`config.mk`:
```
export PLATFORM = sky130hd
export DESIGN_NAME = user_logic
export DESIGN_NICKNAME = d
export VERILOG_FILES = /design/src/hdl/dial_pkg.sv /design/src/hdl/jtag_dr_if.sv /design/src/hdl/user_logic.sv /design/src/hdl/tap_encoder.sv /design/src/hdl/dial_tracker.sv /design/src/hdl/ascii_decoder.sv /design/src/hdl/tap_decoder.sv
export SDC_FILE = /design/constraint.sdc
export NUM_CORES = 1
export LEC_CHECK = 0
export BUFFER_PORTS_ARGS = -buffer_cell sky130_fd_sc_hd__buf_4
export CAP_MARGIN = 20
export CELL_PAD_IN_SITES_DETAIL_PLACEMENT = 1
export CELL_PAD_IN_SITES_GLOBAL_PLACEMENT = 1
export CORE_MARGIN = 2
export CORE_UTILIZATION = 51
export CTS_BUF_LIST = sky130_fd_sc_hd__clkbuf_4 sky130_fd_sc_hd__clkbuf_8
export CTS_CLUSTER_SIZE = 28
export DETAILED_ROUTE_END_ITERATION = 7
export HOLD_SLACK_MARGIN = 0.02
export PLACE_DENSITY_LB_ADDON = 0.2
export SETUP_SLACK_MARGIN = 0.4
export SLEW_MARGIN = 30
export SYNTH_ARGS = -nofsm -noshare
export SYNTH_HDL_FRONTEND = slang
export SYNTH_SLANG_ARGS = --single-unit
```
`constraint.sdc`:
```
create_clock -name tck -period 11.2 [get_ports tck]
set_input_delay 0.56 -clock tck [delete_from_list [all_inputs] [get_ports tck]]
set_output_delay 0.56 -clock tck [all_outputs]
set_load 0.01 [all_outputs]
```
`src/hdl/dial_pkg.sv`:
```
`default_nettype none

package dial_pkg;

    // the dial shows positions 0 to dial_size - 1
    localparam int unsigned dial_size = 100;

    // a step count or a position that is already folded below dial_size
    localparam int unsigned steps_width = 7;

    localparam logic [steps_width-1:0] dial_start = 7'd50; // resting position after reset

    // characters the line parser knows about
    localparam logic [7:0] ascii_l    = 8'h4c;
    localparam logic [7:0] ascii_r    = 8'h52;
    localparam logic [7:0] ascii_zero = 8'h30;
    localparam logic [7:0] ascii_nine = 8'h39;
    localparam logic [7:0] ascii_lf   = 8'h0a;
    localparam logic [7:0] ascii_cr   = 8'h0d;

endpackage

`default_nettype wire
```
`src/hdl/jtag_dr_if.sv`:
```
`timescale 1ns/10ps
`default_nettype none

interface jtag_dr_if (
    input logic tck,
    input logic test_logic_reset
);

    logic tdi;
    logic tdo;
    logic ir_is_user; // user instruction is loaded in the IR
    logic capture_dr;
    logic shift_dr;
    logic update_dr;

    // inbound side, turns scanned bits into bytes
    modport decoder (
        input tck,
        input test_logic_reset,
        input tdi,
        input ir_is_user,
        input shift_dr,
        input update_dr
    );

    modport encoder (
        input  tck,
        input  test_logic_reset,
        input  ir_is_user,
        input  capture_dr,
        input  shift_dr,
        output tdo
    );

endinterface

`default_nettype wire

```
`src/hdl/user_logic.sv`:
```
`timescale 1ns/10ps
`default_nettype none

module user_logic import dial_pkg::*; (
    input  logic tck,
    input  logic test_logic_reset,
    input  logic tdi,
    input  logic ir_is_user,
    input  logic capture_dr,
    input  logic shift_dr,
    input  logic update_dr,
    output logic tdo
);

    localparam int data_width  = 8;
    localparam int count_width = 16;

    logic [data_width-1:0]  byte_data;
    logic                   byte_valid;
    logic [steps_width-1:0] right_steps;
    logic                   right_steps_valid;
    logic [count_width-1:0] zero_count;
    logic                   zero_count_valid;

    jtag_dr_if dr_if_i (
        .tck              (tck),
        .test_logic_reset (test_logic_reset)
    );

    // the TAP strobes come in as plain pins and are bundled here
    assign dr_if_i.tdi        = tdi;
    assign dr_if_i.ir_is_user = ir_is_user;
    assign dr_if_i.capture_dr = capture_dr;
    assign dr_if_i.shift_dr   = shift_dr;
    assign dr_if_i.update_dr  = update_dr;
    assign tdo                = dr_if_i.tdo;

    tap_decoder #(.data_width(data_width)) tap_decoder_i (
        .tck              (tck),
        .test_logic_reset (test_logic_reset),
        .dr               (dr_if_i.decoder),
        .byte_data        (byte_data),
        .byte_valid       (byte_valid)
    );

    ascii_decoder #(.data_width(data_width)) ascii_decoder_i (
        .tck               (tck),
        .test_logic_reset  (test_logic_reset),
        .byte_data         (byte_data),
        .byte_valid        (byte_valid),
        .right_steps       (right_steps),
        .right_steps_valid (right_steps_valid)
    );

    dial_tracker #(.count_width(count_width)) dial_tracker_i (
        .tck               (tck),
        .test_logic_reset  (test_logic_reset),
        .right_steps       (right_steps),
        .right_steps_valid (right_steps_valid),
        .zero_count        (zero_count),
        .zero_count_valid  (zero_count_valid)
    );

    tap_encoder #(.count_width(count_width)) tap_encoder_i (
        .tck              (tck),
        .test_logic_reset (test_logic_reset),
        .dr               (dr_if_i.encoder),
        .zero_count       (zero_count),
        .zero_count_valid (zero_count_valid)
    );

endmodule

`default_nettype wire

```
`src/hdl/tap_encoder.sv`:
```
`timescale 1ns/10ps
`default_nettype none

module tap_encoder #(
    parameter int count_width = 16
) (
    input  logic                   tck,
    input  logic                   test_logic_reset,
    jtag_dr_if.encoder             dr,
    input  logic [count_width-1:0] zero_count,
    input  logic                   zero_count_valid
);

    logic [count_width-1:0] hold_reg;
    logic [count_width-1:0] shift_reg;
    logic                   user_capture;
    logic                   user_shift;

    assign user_capture = dr.ir_is_user && dr.capture_dr;
    assign user_shift   = dr.ir_is_user && dr.shift_dr;

    // keeps the newest count until the host asks for it
    always_ff @(posedge tck) begin
        if (test_logic_reset) begin
            hold_reg <= '0;
        end else if (zero_count_valid) begin
            hold_reg <= zero_count;
        end
    end

    always_ff @(posedge tck) begin
        if (test_logic_reset) begin
            shift_reg <= '0;
        end else if (user_capture) begin
            shift_reg <= hold_reg;
        end else if (user_shift) begin
            shift_reg <= {1'b0, shift_reg[count_width-1:1]}; // LSB leaves first
        end
    end

    assign dr.tdo = shift_reg[0];

endmodule

`default_nettype wire

```
`src/hdl/dial_tracker.sv`:
```
`timescale 1ns/10ps
`default_nettype none

module dial_tracker import dial_pkg::*; #(
    parameter int count_width = 16
) (
    input  logic                   tck,
    input  logic                   test_logic_reset,
    input  logic [steps_width-1:0] right_steps,
    input  logic                   right_steps_valid,
    output logic [count_width-1:0] zero_count,
    output logic                   zero_count_valid
);

    logic [steps_width-1:0] position;
    logic                   position_valid;
    logic [steps_width:0]   next_sum; // one extra bit, two folded values stay below 200

    assign next_sum = {1'b0, position} + {1'b0, right_steps};

    // both inputs are below dial_size, so one subtraction is always enough
    always_ff @(posedge tck) begin
        if (test_logic_reset) begin
            position       <= dial_start;
            position_valid <= 1'b0;
        end else begin
            position_valid <= right_steps_valid;
            if (right_steps_valid) begin
                if (next_sum >= (steps_width + 1)'(dial_size)) begin
                    position <= steps_width'(next_sum - (steps_width + 1)'(dial_size));
                end else begin
                    position <= next_sum[steps_width-1:0];
                end
            end
        end
    end

    // counts on the cycle after the move, so a new step can be taken every cycle
    always_ff @(posedge tck) begin
        if (test_logic_reset) begin
            zero_count       <= '0;
            zero_count_valid <= 1'b0;
        end else begin
            zero_count_valid <= position_valid;
            if (position_valid && position == '0) begin
                zero_count <= zero_count + 1'b1;
            end
        end
    end

endmodule

`default_nettype wire

```
`src/hdl/ascii_decoder.sv`:
```
`timescale 1ns/10ps
`default_nettype none

module ascii_decoder import dial_pkg::*; #(
    parameter int data_width = 8
) (
    input  logic                   tck,
    input  logic                   test_logic_reset,
    input  logic [data_width-1:0]  byte_data,
    input  logic                   byte_valid,
    output logic [steps_width-1:0] right_steps,
    output logic                   right_steps_valid
);

    // 99 * 10 + 9 is the largest value before folding
    localparam int sum_width = 10;

    localparam logic [1:0] st_idle   = 2'd0;
    localparam logic [1:0] st_dir    = 2'd1; // letter seen, waiting for the first digit
    localparam logic [1:0] st_digits = 2'd2;

    logic [1:0]             state;
    logic                   is_left;
    logic [steps_width-1:0] value;
    logic [sum_width-1:0]   digit_sum;
    logic [steps_width-1:0] folded;
    logic                   is_digit;
    logic                   is_dir;
    logic                   is_lf;
    logic                   is_cr;

    // brings a value below 1000 back under dial_size
    function automatic logic [steps_width-1:0] fold(input logic [sum_width-1:0] sum);
        logic [sum_width-1:0] rest;
        rest = sum;
        for (int k = 9; k >= 1; k--) begin
            if (rest >= sum_width'(k * dial_size)) begin
                rest = rest - sum_width'(k * dial_size);
            end
        end
        return rest[steps_width-1:0];
    endfunction

    assign is_digit = (byte_data >= ascii_zero) && (byte_data <= ascii_nine);
    assign is_dir   = (byte_data == ascii_l) || (byte_data == ascii_r);
    assign is_lf    = byte_data == ascii_lf;
    assign is_cr    = byte_data == ascii_cr;

    // the digit value sits in the low nibble of its ASCII code
    assign digit_sum = sum_width'(value) * sum_width'(10) + sum_width'(byte_data[3:0]);
    assign folded    = fold(digit_sum);

    always_ff @(posedge tck) begin
        if (test_logic_reset) begin
            state             <= st_idle;
            right_steps_valid <= 1'b0;
        end else begin
            right_steps_valid <= 1'b0;
            if (byte_valid && !is_cr) begin // carriage returns pass by unseen
                case (state)
                    st_idle: begin
                        if (is_dir) begin
                            state <= st_dir;
                        end
                    end
                    st_dir: begin
                        state <= is_digit ? st_digits : st_idle;
                    end
                    st_digits: begin
                        if (is_lf) begin
                            right_steps_valid <= 1'b1;
                            state             <= st_idle;
                        end else if (!is_digit) begin
                            state <= st_idle; // anything else drops the line
                        end
                    end
                    default: begin
                        state <= st_idle;
                    end
                endcase
            end
        end
    end

    always_ff @(posedge tck) begin
        if (byte_valid) begin
            if (state == st_idle && is_dir) begin
                is_left <= byte_data == ascii_l;
                value   <= '0;
            end else if (state != st_idle && is_digit) begin
                value <= folded;
            end
            // a left turn by n is a right turn by dial_size - n
            if (state == st_digits && is_lf) begin
                if (!is_left || value == '0) begin
                    right_steps <= value;
                end else begin
                    right_steps <= steps_width'(dial_size - value);
                end
            end
        end
    end

endmodule

`default_nettype wire

```
`src/hdl/tap_decoder.sv`:
```
`timescale 1ns/10ps
`default_nettype none

module tap_decoder #(
    parameter int data_width = 8
) (
    input  logic                  tck,
    input  logic                  test_logic_reset,
    jtag_dr_if.decoder            dr,
    output logic [data_width-1:0] byte_data,
    output logic                  byte_valid
);

    logic [data_width-1:0] shift_reg;
    logic                  user_shift;
    logic                  user_update;

    assign user_shift  = dr.ir_is_user && dr.shift_dr;
    assign user_update = dr.ir_is_user && dr.update_dr;

    // bits arrive LSB first, so each new one enters at the top and walks down
    // towards bit 0; extra bits simply push the oldest ones out
    always_ff @(posedge tck) begin
        if (user_shift) begin
            shift_reg <= {dr.tdi, shift_reg[data_width-1:1]};
        end
    end

    always_ff @(posedge tck) begin
        if (user_update) begin
            byte_data <= shift_reg; // stays put while the next byte is scanned in
        end
    end

    always_ff @(posedge tck) begin
        if (test_logic_reset) begin
            byte_valid <= 1'b0;
        end else begin
            byte_valid <= user_update;
        end
    end

endmodule

`default_nettype wire

```
Word-level counts from Yosys, hierarchy flattened
Index checks and enable logic that the tools add are counted.
{ "word_totals": {"register_bits": 92, "inputBits": 7, "output_inout_bits": 1, "wordCells": 95} }
{ "op_classes": {"addsub": 14, "n_mul": 1, "order_cmp": 12, "n_eq_ne": 8, "mux": 20, "bitwise_logic": 2, "reduce_logical": 24} }
{ "op_table": {"columns": ["cell", "count"], "rows": [
  ["two-way mux 10 bit", 8],
  [">= comparator 10 bit, second input constant", 4],
  ["subtractor 10 bit, second input constant", 4],
  ["two-way mux 16 bit", 2],
  [">= comparator 10 x 9 -> 1 bit, second input constant", 3],
  ["subtractor 10 x 9 -> 10 bit, second input constant", 3],
  ["two-way mux 7 bit", 4],
  ["adder 16 x 1 -> 16 bit, second input constant", 1],
  ["equality test 8 x 4 -> 1 bit, second input constant", 2],
  ["equality test 8 x 7 -> 1 bit, second input constant", 2],
  ["logical NOT 7 bit", 2],
  ["subtractor 7 bit, second input constant", 2],
  ["adder 10 x 4 -> 10 bit", 1],
  [">= comparator 10 x 7 -> 1 bit, second input constant", 1],
  [">= comparator 10 x 8 -> 1 bit, second input constant", 1],
  ["subtractor 10 x 8 -> 10 bit, second input constant", 1],
  ["logical AND 1 bit", 9],
  ["multiplier 7 x 3 -> 9 bit, second input constant", 1],
  ["adder 7 x 7 -> 8 bit", 1],
  [">= comparator 8 x 6 -> 1 bit, second input constant", 1],
  [">= comparator 8 x 7 -> 1 bit, second input constant", 1],
  ["less-or-equal comparator 8 x 6 -> 1 bit, second input constant", 1],
  ["two-way mux 2 bit", 4],
  ["subtractor 7 bit, first input constant", 1],
  ["14 further kinds", 21]
]} }

Depth between registers and ports, before layout
{ "logic_depth": {"word_depth": 21, "mapped_depth": 40, "mapped_depth_nobuf": 36} }

By module
Synthesis repeated with hierarchy kept, for this count alone.
{ "unflattened": {"cells_unflattened": 760, "area_unflattened_um2": 6730.2} }
{ "by_module_without_submodules": {"columns": ["module", "instances", "cells_each", "area_per_inst_um2", "seq_area_each_um2"], "rows": [
  ["ascii_decoder", 1, 432, 3408.3, 510.5],
  ["dial_tracker", 1, 170, 1466.4, 500.5],
  ["tap_encoder", 1, 138, 1331.3, 640.6],
  ["tap_decoder", 1, 20, 524.3, 500.5]
]} }

Worst setup path after synthesis
Ideal clock, no wire load.
{ "synth_timing": {"path_kind": "register to register", "startpoint": "register ascii_decoder_i.value[3]", "endpoint": "register ascii_decoder_i.value[2] (data pin)", "setup_ps": 255, "t_arrival_ps": 8485, "required_ps": 10945, "path_slack_ps": 2459, "path_stages_with_launch": 40, "n_path_buf": 4, "synth_period_minus_slack_ps": 8741, "cell_sequence": "edfxtp_1 -> ha_1 -> ha_1 -> fa_1 -> clkbuf_2 -> nand2_1 -> a21oi_1 -> nand4_1 -> xnor2_1 -> and3_1 -> buf_2 -> nand2_1 -> o21ai_0 -> o41ai_1 -> ha_1 -> a211o_1 -> o21ba_1 -> buf_2 -> [4 not listed] -> and3_1 -> a22o_1 -> or2_1 -> buf_2 -> a41o_1 -> nand2_1 -> xnor2_1 -> ha_1 -> o2111ai_1 -> and3_4 -> a211oi_1 -> xnor2_1 -> ha_1 -> o31ai_1 -> mux2_4 -> or3_4 -> or3_1 -> and3_1"} }
{ "synth_via": {"elab_chain_cells": 21, "word_cells_on_any_way": 30, "classes_between": "add/sub: 10; mul: 1; order compare: 9; mux: 10"} }
{ "synth_rtl": {"columns": ["item", "line_no", "source"], "rows": [
  ["start, declared", "ascii_decoder.sv:24", "logic [steps_width-1:0] value;"],
  ["start signal, assigned", "ascii_decoder.sv:91", "value <= folded;"],
  ["multiplier 7 x 3 -> 9 bit *", "ascii_decoder.sv:50", "assign digit_sum = sum_width'(value) * sum_width'(10) + sum_width'(byte_data[3:0]);"],
  ["adder 10 x 4 -> 10 bit *", "ascii_decoder.sv:50", null],
  ["subtractor 10 bit / >= comparator 10 bit (equally long branches)", "ascii_decoder.sv:38, ascii_decoder.sv:37", null],
  ["two-way mux 10 bit *", "ascii_decoder.sv:37", "if (rest >= sum_width'(k * dial_size)) begin"],
  ["subtractor 10 bit / >= comparator 10 bit (equally long branches)", "ascii_decoder.sv:38, ascii_decoder.sv:37", null],
  ["two-way mux 10 bit *", "ascii_decoder.sv:37", null],
  ["subtractor 10 bit / >= comparator 10 bit (equally long branches)", "ascii_decoder.sv:38, ascii_decoder.sv:37", null],
  ["two-way mux 10 bit *", "ascii_decoder.sv:37", null],
  ["[5 not listed]", null, null],
  ["two-way mux 10 bit *", "ascii_decoder.sv:37", null],
  ["subtractor 10 x 9 -> 10 bit / >= comparator 10 x 9 -> 1 bit (equally long branches)", "ascii_decoder.sv:38, ascii_decoder.sv:37", null],
  ["two-way mux 10 bit *", "ascii_decoder.sv:37", null],
  ["subtractor 10 x 8 -> 10 bit / >= comparator 10 x 8 -> 1 bit (equally long branches)", "ascii_decoder.sv:38, ascii_decoder.sv:37", null],
  ["two-way mux 10 bit *", "ascii_decoder.sv:37", null],
  [">= comparator 10 x 7 -> 1 bit / subtractor 7 bit (equally long branches)", "ascii_decoder.sv:37, ascii_decoder.sv:38", null],
  ["two-way mux 7 bit *", "ascii_decoder.sv:37", null],
  ["two-way mux 7 bit *", "ascii_decoder.sv:90", "end else if (state != st_idle && is_digit) begin"]
]} }
Mark *: on every way between the ends. The rest lies on a longest branch, timed or not. The select of a mux whose other input is x is not followed.
A chain may end at the register's enable or synchronous reset.

Worst setup path after layout
{ "layout_timing": {"startpoint": "register ascii_decoder_i.value[1]", "endpoint": "register ascii_decoder_i.value[2] (data pin)"} }
Same word-level chain as after synthesis.

==> results.sh <==
export IMPL_place_area_sq_um=6893
export IMPL_cts_buffers=9
export IMPL_dieHeight_um=118.9
export IMPL_num_vias=5769
export IMPL_startpoint_type="flip-flop"
export IMPL_met2_usage_pct=39.83
export IMPL_cts_resized=0
export IMPL_start_util_pct=52.67
export IMPL_synth_edff_count=31
export IMPL_post_route_period_util_pct=88.81
export IMPL_grt_busiest_layer="met2"
export IMPL_cts_setup_buffers=0
export IMPL_drt_iter0_drc=320
export IMPL_dieArea_sq_um=14130
export IMPL_post_synth_fa_ha_maj_area_fraction_pct=7.216
export IMPL_antenna_found_initial=0
export IMPL_clock_skew_ps=6.248
export IMPL_htreeDepth=3
export IMPL_clockBufferDepth=2
export IMPL_powerDensity_nw_per_um2=93.55
export IMPL_fin_area_sq_um=7078
export IMPL_die_w_um=118.9
export IMPL_num_io_pins=8
export IMPL_grt_max_degree=62
export IMPL_areaGrowthSynthToFinish_pct=5.207
export IMPL_drive_gt1_share_pct=10.90
export IMPL_portBuffers=7
export IMPL_criticalPathCategory="flip-flop to flip-flop"
export IMPL_worst_pin_slew_ps=965.1
export IMPL_cp_end_kind="flip-flop"
export IMPL_yosys_area_top_type_share_pct=18.15
export IMPL_max_freq_ghz=0.1005
export IMPL_ys_async_sr_fraction_pct=0
export IMPL_crit_path_frequent_cell="ha_1"
export IMPL_wl_per_cell_um=18.53
export IMPL_wl_um=17130
export IMPL_max_cap_violations=0
export IMPL_cts_hold_buffers=0
export IMPL_grtUsageTotal_pct=24.68
export IMPL_yosys_area_share_simple_pct=22.60
export IMPL_drc_errors=0
export IMPL_synth_cells=755
export IMPL_synthMuxAreaShare_pct=4.296
export IMPL_synth_top_family_by_area="compound AO/OA/AOI/OAI gates"
export IMPL_yosysSeqAreaShare_pct=31.99
export IMPL_ys_warn_count=0
export IMPL_cp_required_ps=11320
export IMPL_viasPerCell=6.244
export IMPL_synth_compound_area_share_pct=23.62
export IMPL_ys_top_cells_by_area="dfxtp_1 (18%), edfxtp_1 (14%), ha_1 (6.3%), nor2_1 (5.0%), nand2_1 (4.4%)"
export IMPL_instances_no_fill=924
export IMPL_grt_pass1_vias=5889
export IMPL_yosysTopAreaCell="dfxtp_1"
export IMPL_slowest_delay_ps=670
export IMPL_ant_nets=0
export IMPL_antennaDiodeCount=0
export IMPL_slew_headroom_pct=35.57
export IMPL_finalNetCount=791
export IMPL_cts_num_sinks=92
export IMPL_max_vdd_ir_drop_mv=0.1177
export IMPL_grt_pass1_wl_um=28900
export IMPL_synth_seq_cells=92
export IMPL_setup_violations=0
export IMPL_ys_flop_type="dfxtp_1"
export IMPL_setup_ws_ps=1253
export IMPL_syn_avg_cell_area_sq_um=8.911
export IMPL_cts_tree="done"
export IMPL_dpl_worst_slack_ps=1374
export IMPL_cp_top_family="simple AND/OR/NAND/NOR gates"
export IMPL_worst_path_buf_inv=0
export IMPL_period_minus_slack_ps=9947
export IMPL_rsz0062_at_grt="false"
export IMPL_synthesis_nets=799
export IMPL_hpwl_um=13090
export IMPL_utilization_pct=55.41
export IMPL_status="finished, final reports clean"
export IMPL_arrival_ps=10070
export IMPL_use_met3_pct=3.879
export IMPL_synth_xor_area_share_pct=7.160
export IMPL_place_inst=908
export IMPL_fin_setup_tns_ps=0
export IMPL_hold_viol_final=0
export IMPL_gp_congestion=0.8766
export IMPL_crit_slowest_cell="fa_1"
export IMPL_rows=41
export IMPL_clock_latency_ps=360
export IMPL_root_buffer="clkbuf_8"
export IMPL_hold_path_class="input pin to flip-flop"
export IMPL_firstDrtPassIters=5
export IMPL_core_area_sq_um=12770
export IMPL_worst_setup_hold_path_clk_slew_ps=90
export IMPL_final_max_slew_viol_count=0
export IMPL_crit_fanout=9
export IMPL_ys_types=97
export IMPL_syn_cell_area_sq_um=6728
export IMPL_p_leak_nw=2.553
export IMPL_grt_use_met1_pct=34.26
export IMPL_grt_overflow=0
==> power breakdown <==
group	switching, mW	internal (mW)
Clock	0.112	0.0946
Combinational	0.0646	0.0365
Sequential	0.00382	0.351
Total	0.180	0.482
==> layout make-up <==
cell class | instances | area (sq um)
inverter | 25 | 93.84
timing repair buffer | 8 | 60.06
fill | 1494 | 5695
clock inverter | 4 | 23.77
sequential | 92 | 2152
multi-input combinational | 611 | 4374
tap | 172 | 215.2
clock buffer | 12 | 158.9
==> path summary, 6_finish.rpt <==
path                                                              from                                      to  slack, ps  cells after the start
worst min register to register    tap_decoder_i.shift_reg[0]$_DFFE_PP_    tap_decoder_i.byte_data[0]$_DFFE_PP_        450                      0
worst max register to register  ascii_decoder_i.value[1]$_SDFFCE_PP0P_  ascii_decoder_i.value[2]$_SDFFCE_PP0P_       1250                     35
worst min-delay path                                               tdi    tap_decoder_i.shift_reg[7]$_DFFE_PP_        370                      1
worst max-delay path            ascii_decoder_i.value[1]$_SDFFCE_PP0P_  ascii_decoder_i.value[2]$_SDFFCE_PP0P_       1250                     35
==> through the flow <==
step | total power, mW | hold slack, ps
floorplan | 0.4379 | 400.3
detailed placement | 0.4612 | 435.5
global placement | 0.4571 | 404.0
global route | 0.6914 | 351.8
CTS | 0.6676 | 355.8
finish | 0.6621 | 372.6
==> synth_stat cells, types with 13 or more instances <==
master and number:
mux2i_1 24, a21oi_1 33, a211oi_1 13, a311oi_1 18, nand2_1 79, inv_1 25
nor2_1 89, nor3_1 15, xor2_1 18, o21ai_0 23, clkbuf_1 17, ha_1 34
edfxtp_1 31, nand4_1 13, xnor2_1 27, nand3_1 17, dfxtp_1 61
==> worst reg2reg max path, delay by kind of cell (launching register included) <==
| family | cells | cell delay (ps) |
|---|---|---|
| multiplexers | 1 | 300 |
| AO/OA/AOI/OAI | 12 | 2790 |
| XOR/XNOR | 2 | 800 |
| adder cells (fa/ha/maj) | 7 | 2280 |
| flip-flops | 1 | 470 |
| AND/OR/NAND/NOR | 13 | 3060 |
==> routing by layer <==
layer | wire length [um] | share of wire [%] | vias to the layer above
met5 | 0 | 0 | -
met1 | 8328 | 49 | 2854
li1 | - | - | 2800
met2 | 8107 | 47 | 87
met3 | 440 | 2.6 | 28
met4 | 248 | 1.4 | 0
==> layout by cell type, fill, tap and decap left out, types with 7 or more instances in the layout <==
master and n:
o211ai_1 10, and2_1 8, dfxtp_1 61, a21oi_1 33, nor2_1 89, o21ai_0 23, o21a_1 7, nor2b_1 8
a21o_1 10, clkbuf_8 11, xor2_1 18, nand2_1 78, xnor2_1 27, or3_1 8, nand3_1 17, a211oi_1 13
edfxtp_1 31, and3_1 10, nor3_1 15, a311oi_1 18, ha_1 34, mux2i_1 24, nand4_1 13, nor4_1 7
buf_4 8, inv_1 25
==> kinds of logic after synthesis <==
kind of cell	count (synthesis)
and+or+nand+nor	297
AOI/OAI and AO/OA	199
DFF	92
buffers and inverters	52
xor gates and xnor gates	50
adders and majority gates	37
muxes	28
Power figures use the tool's default switching activity.
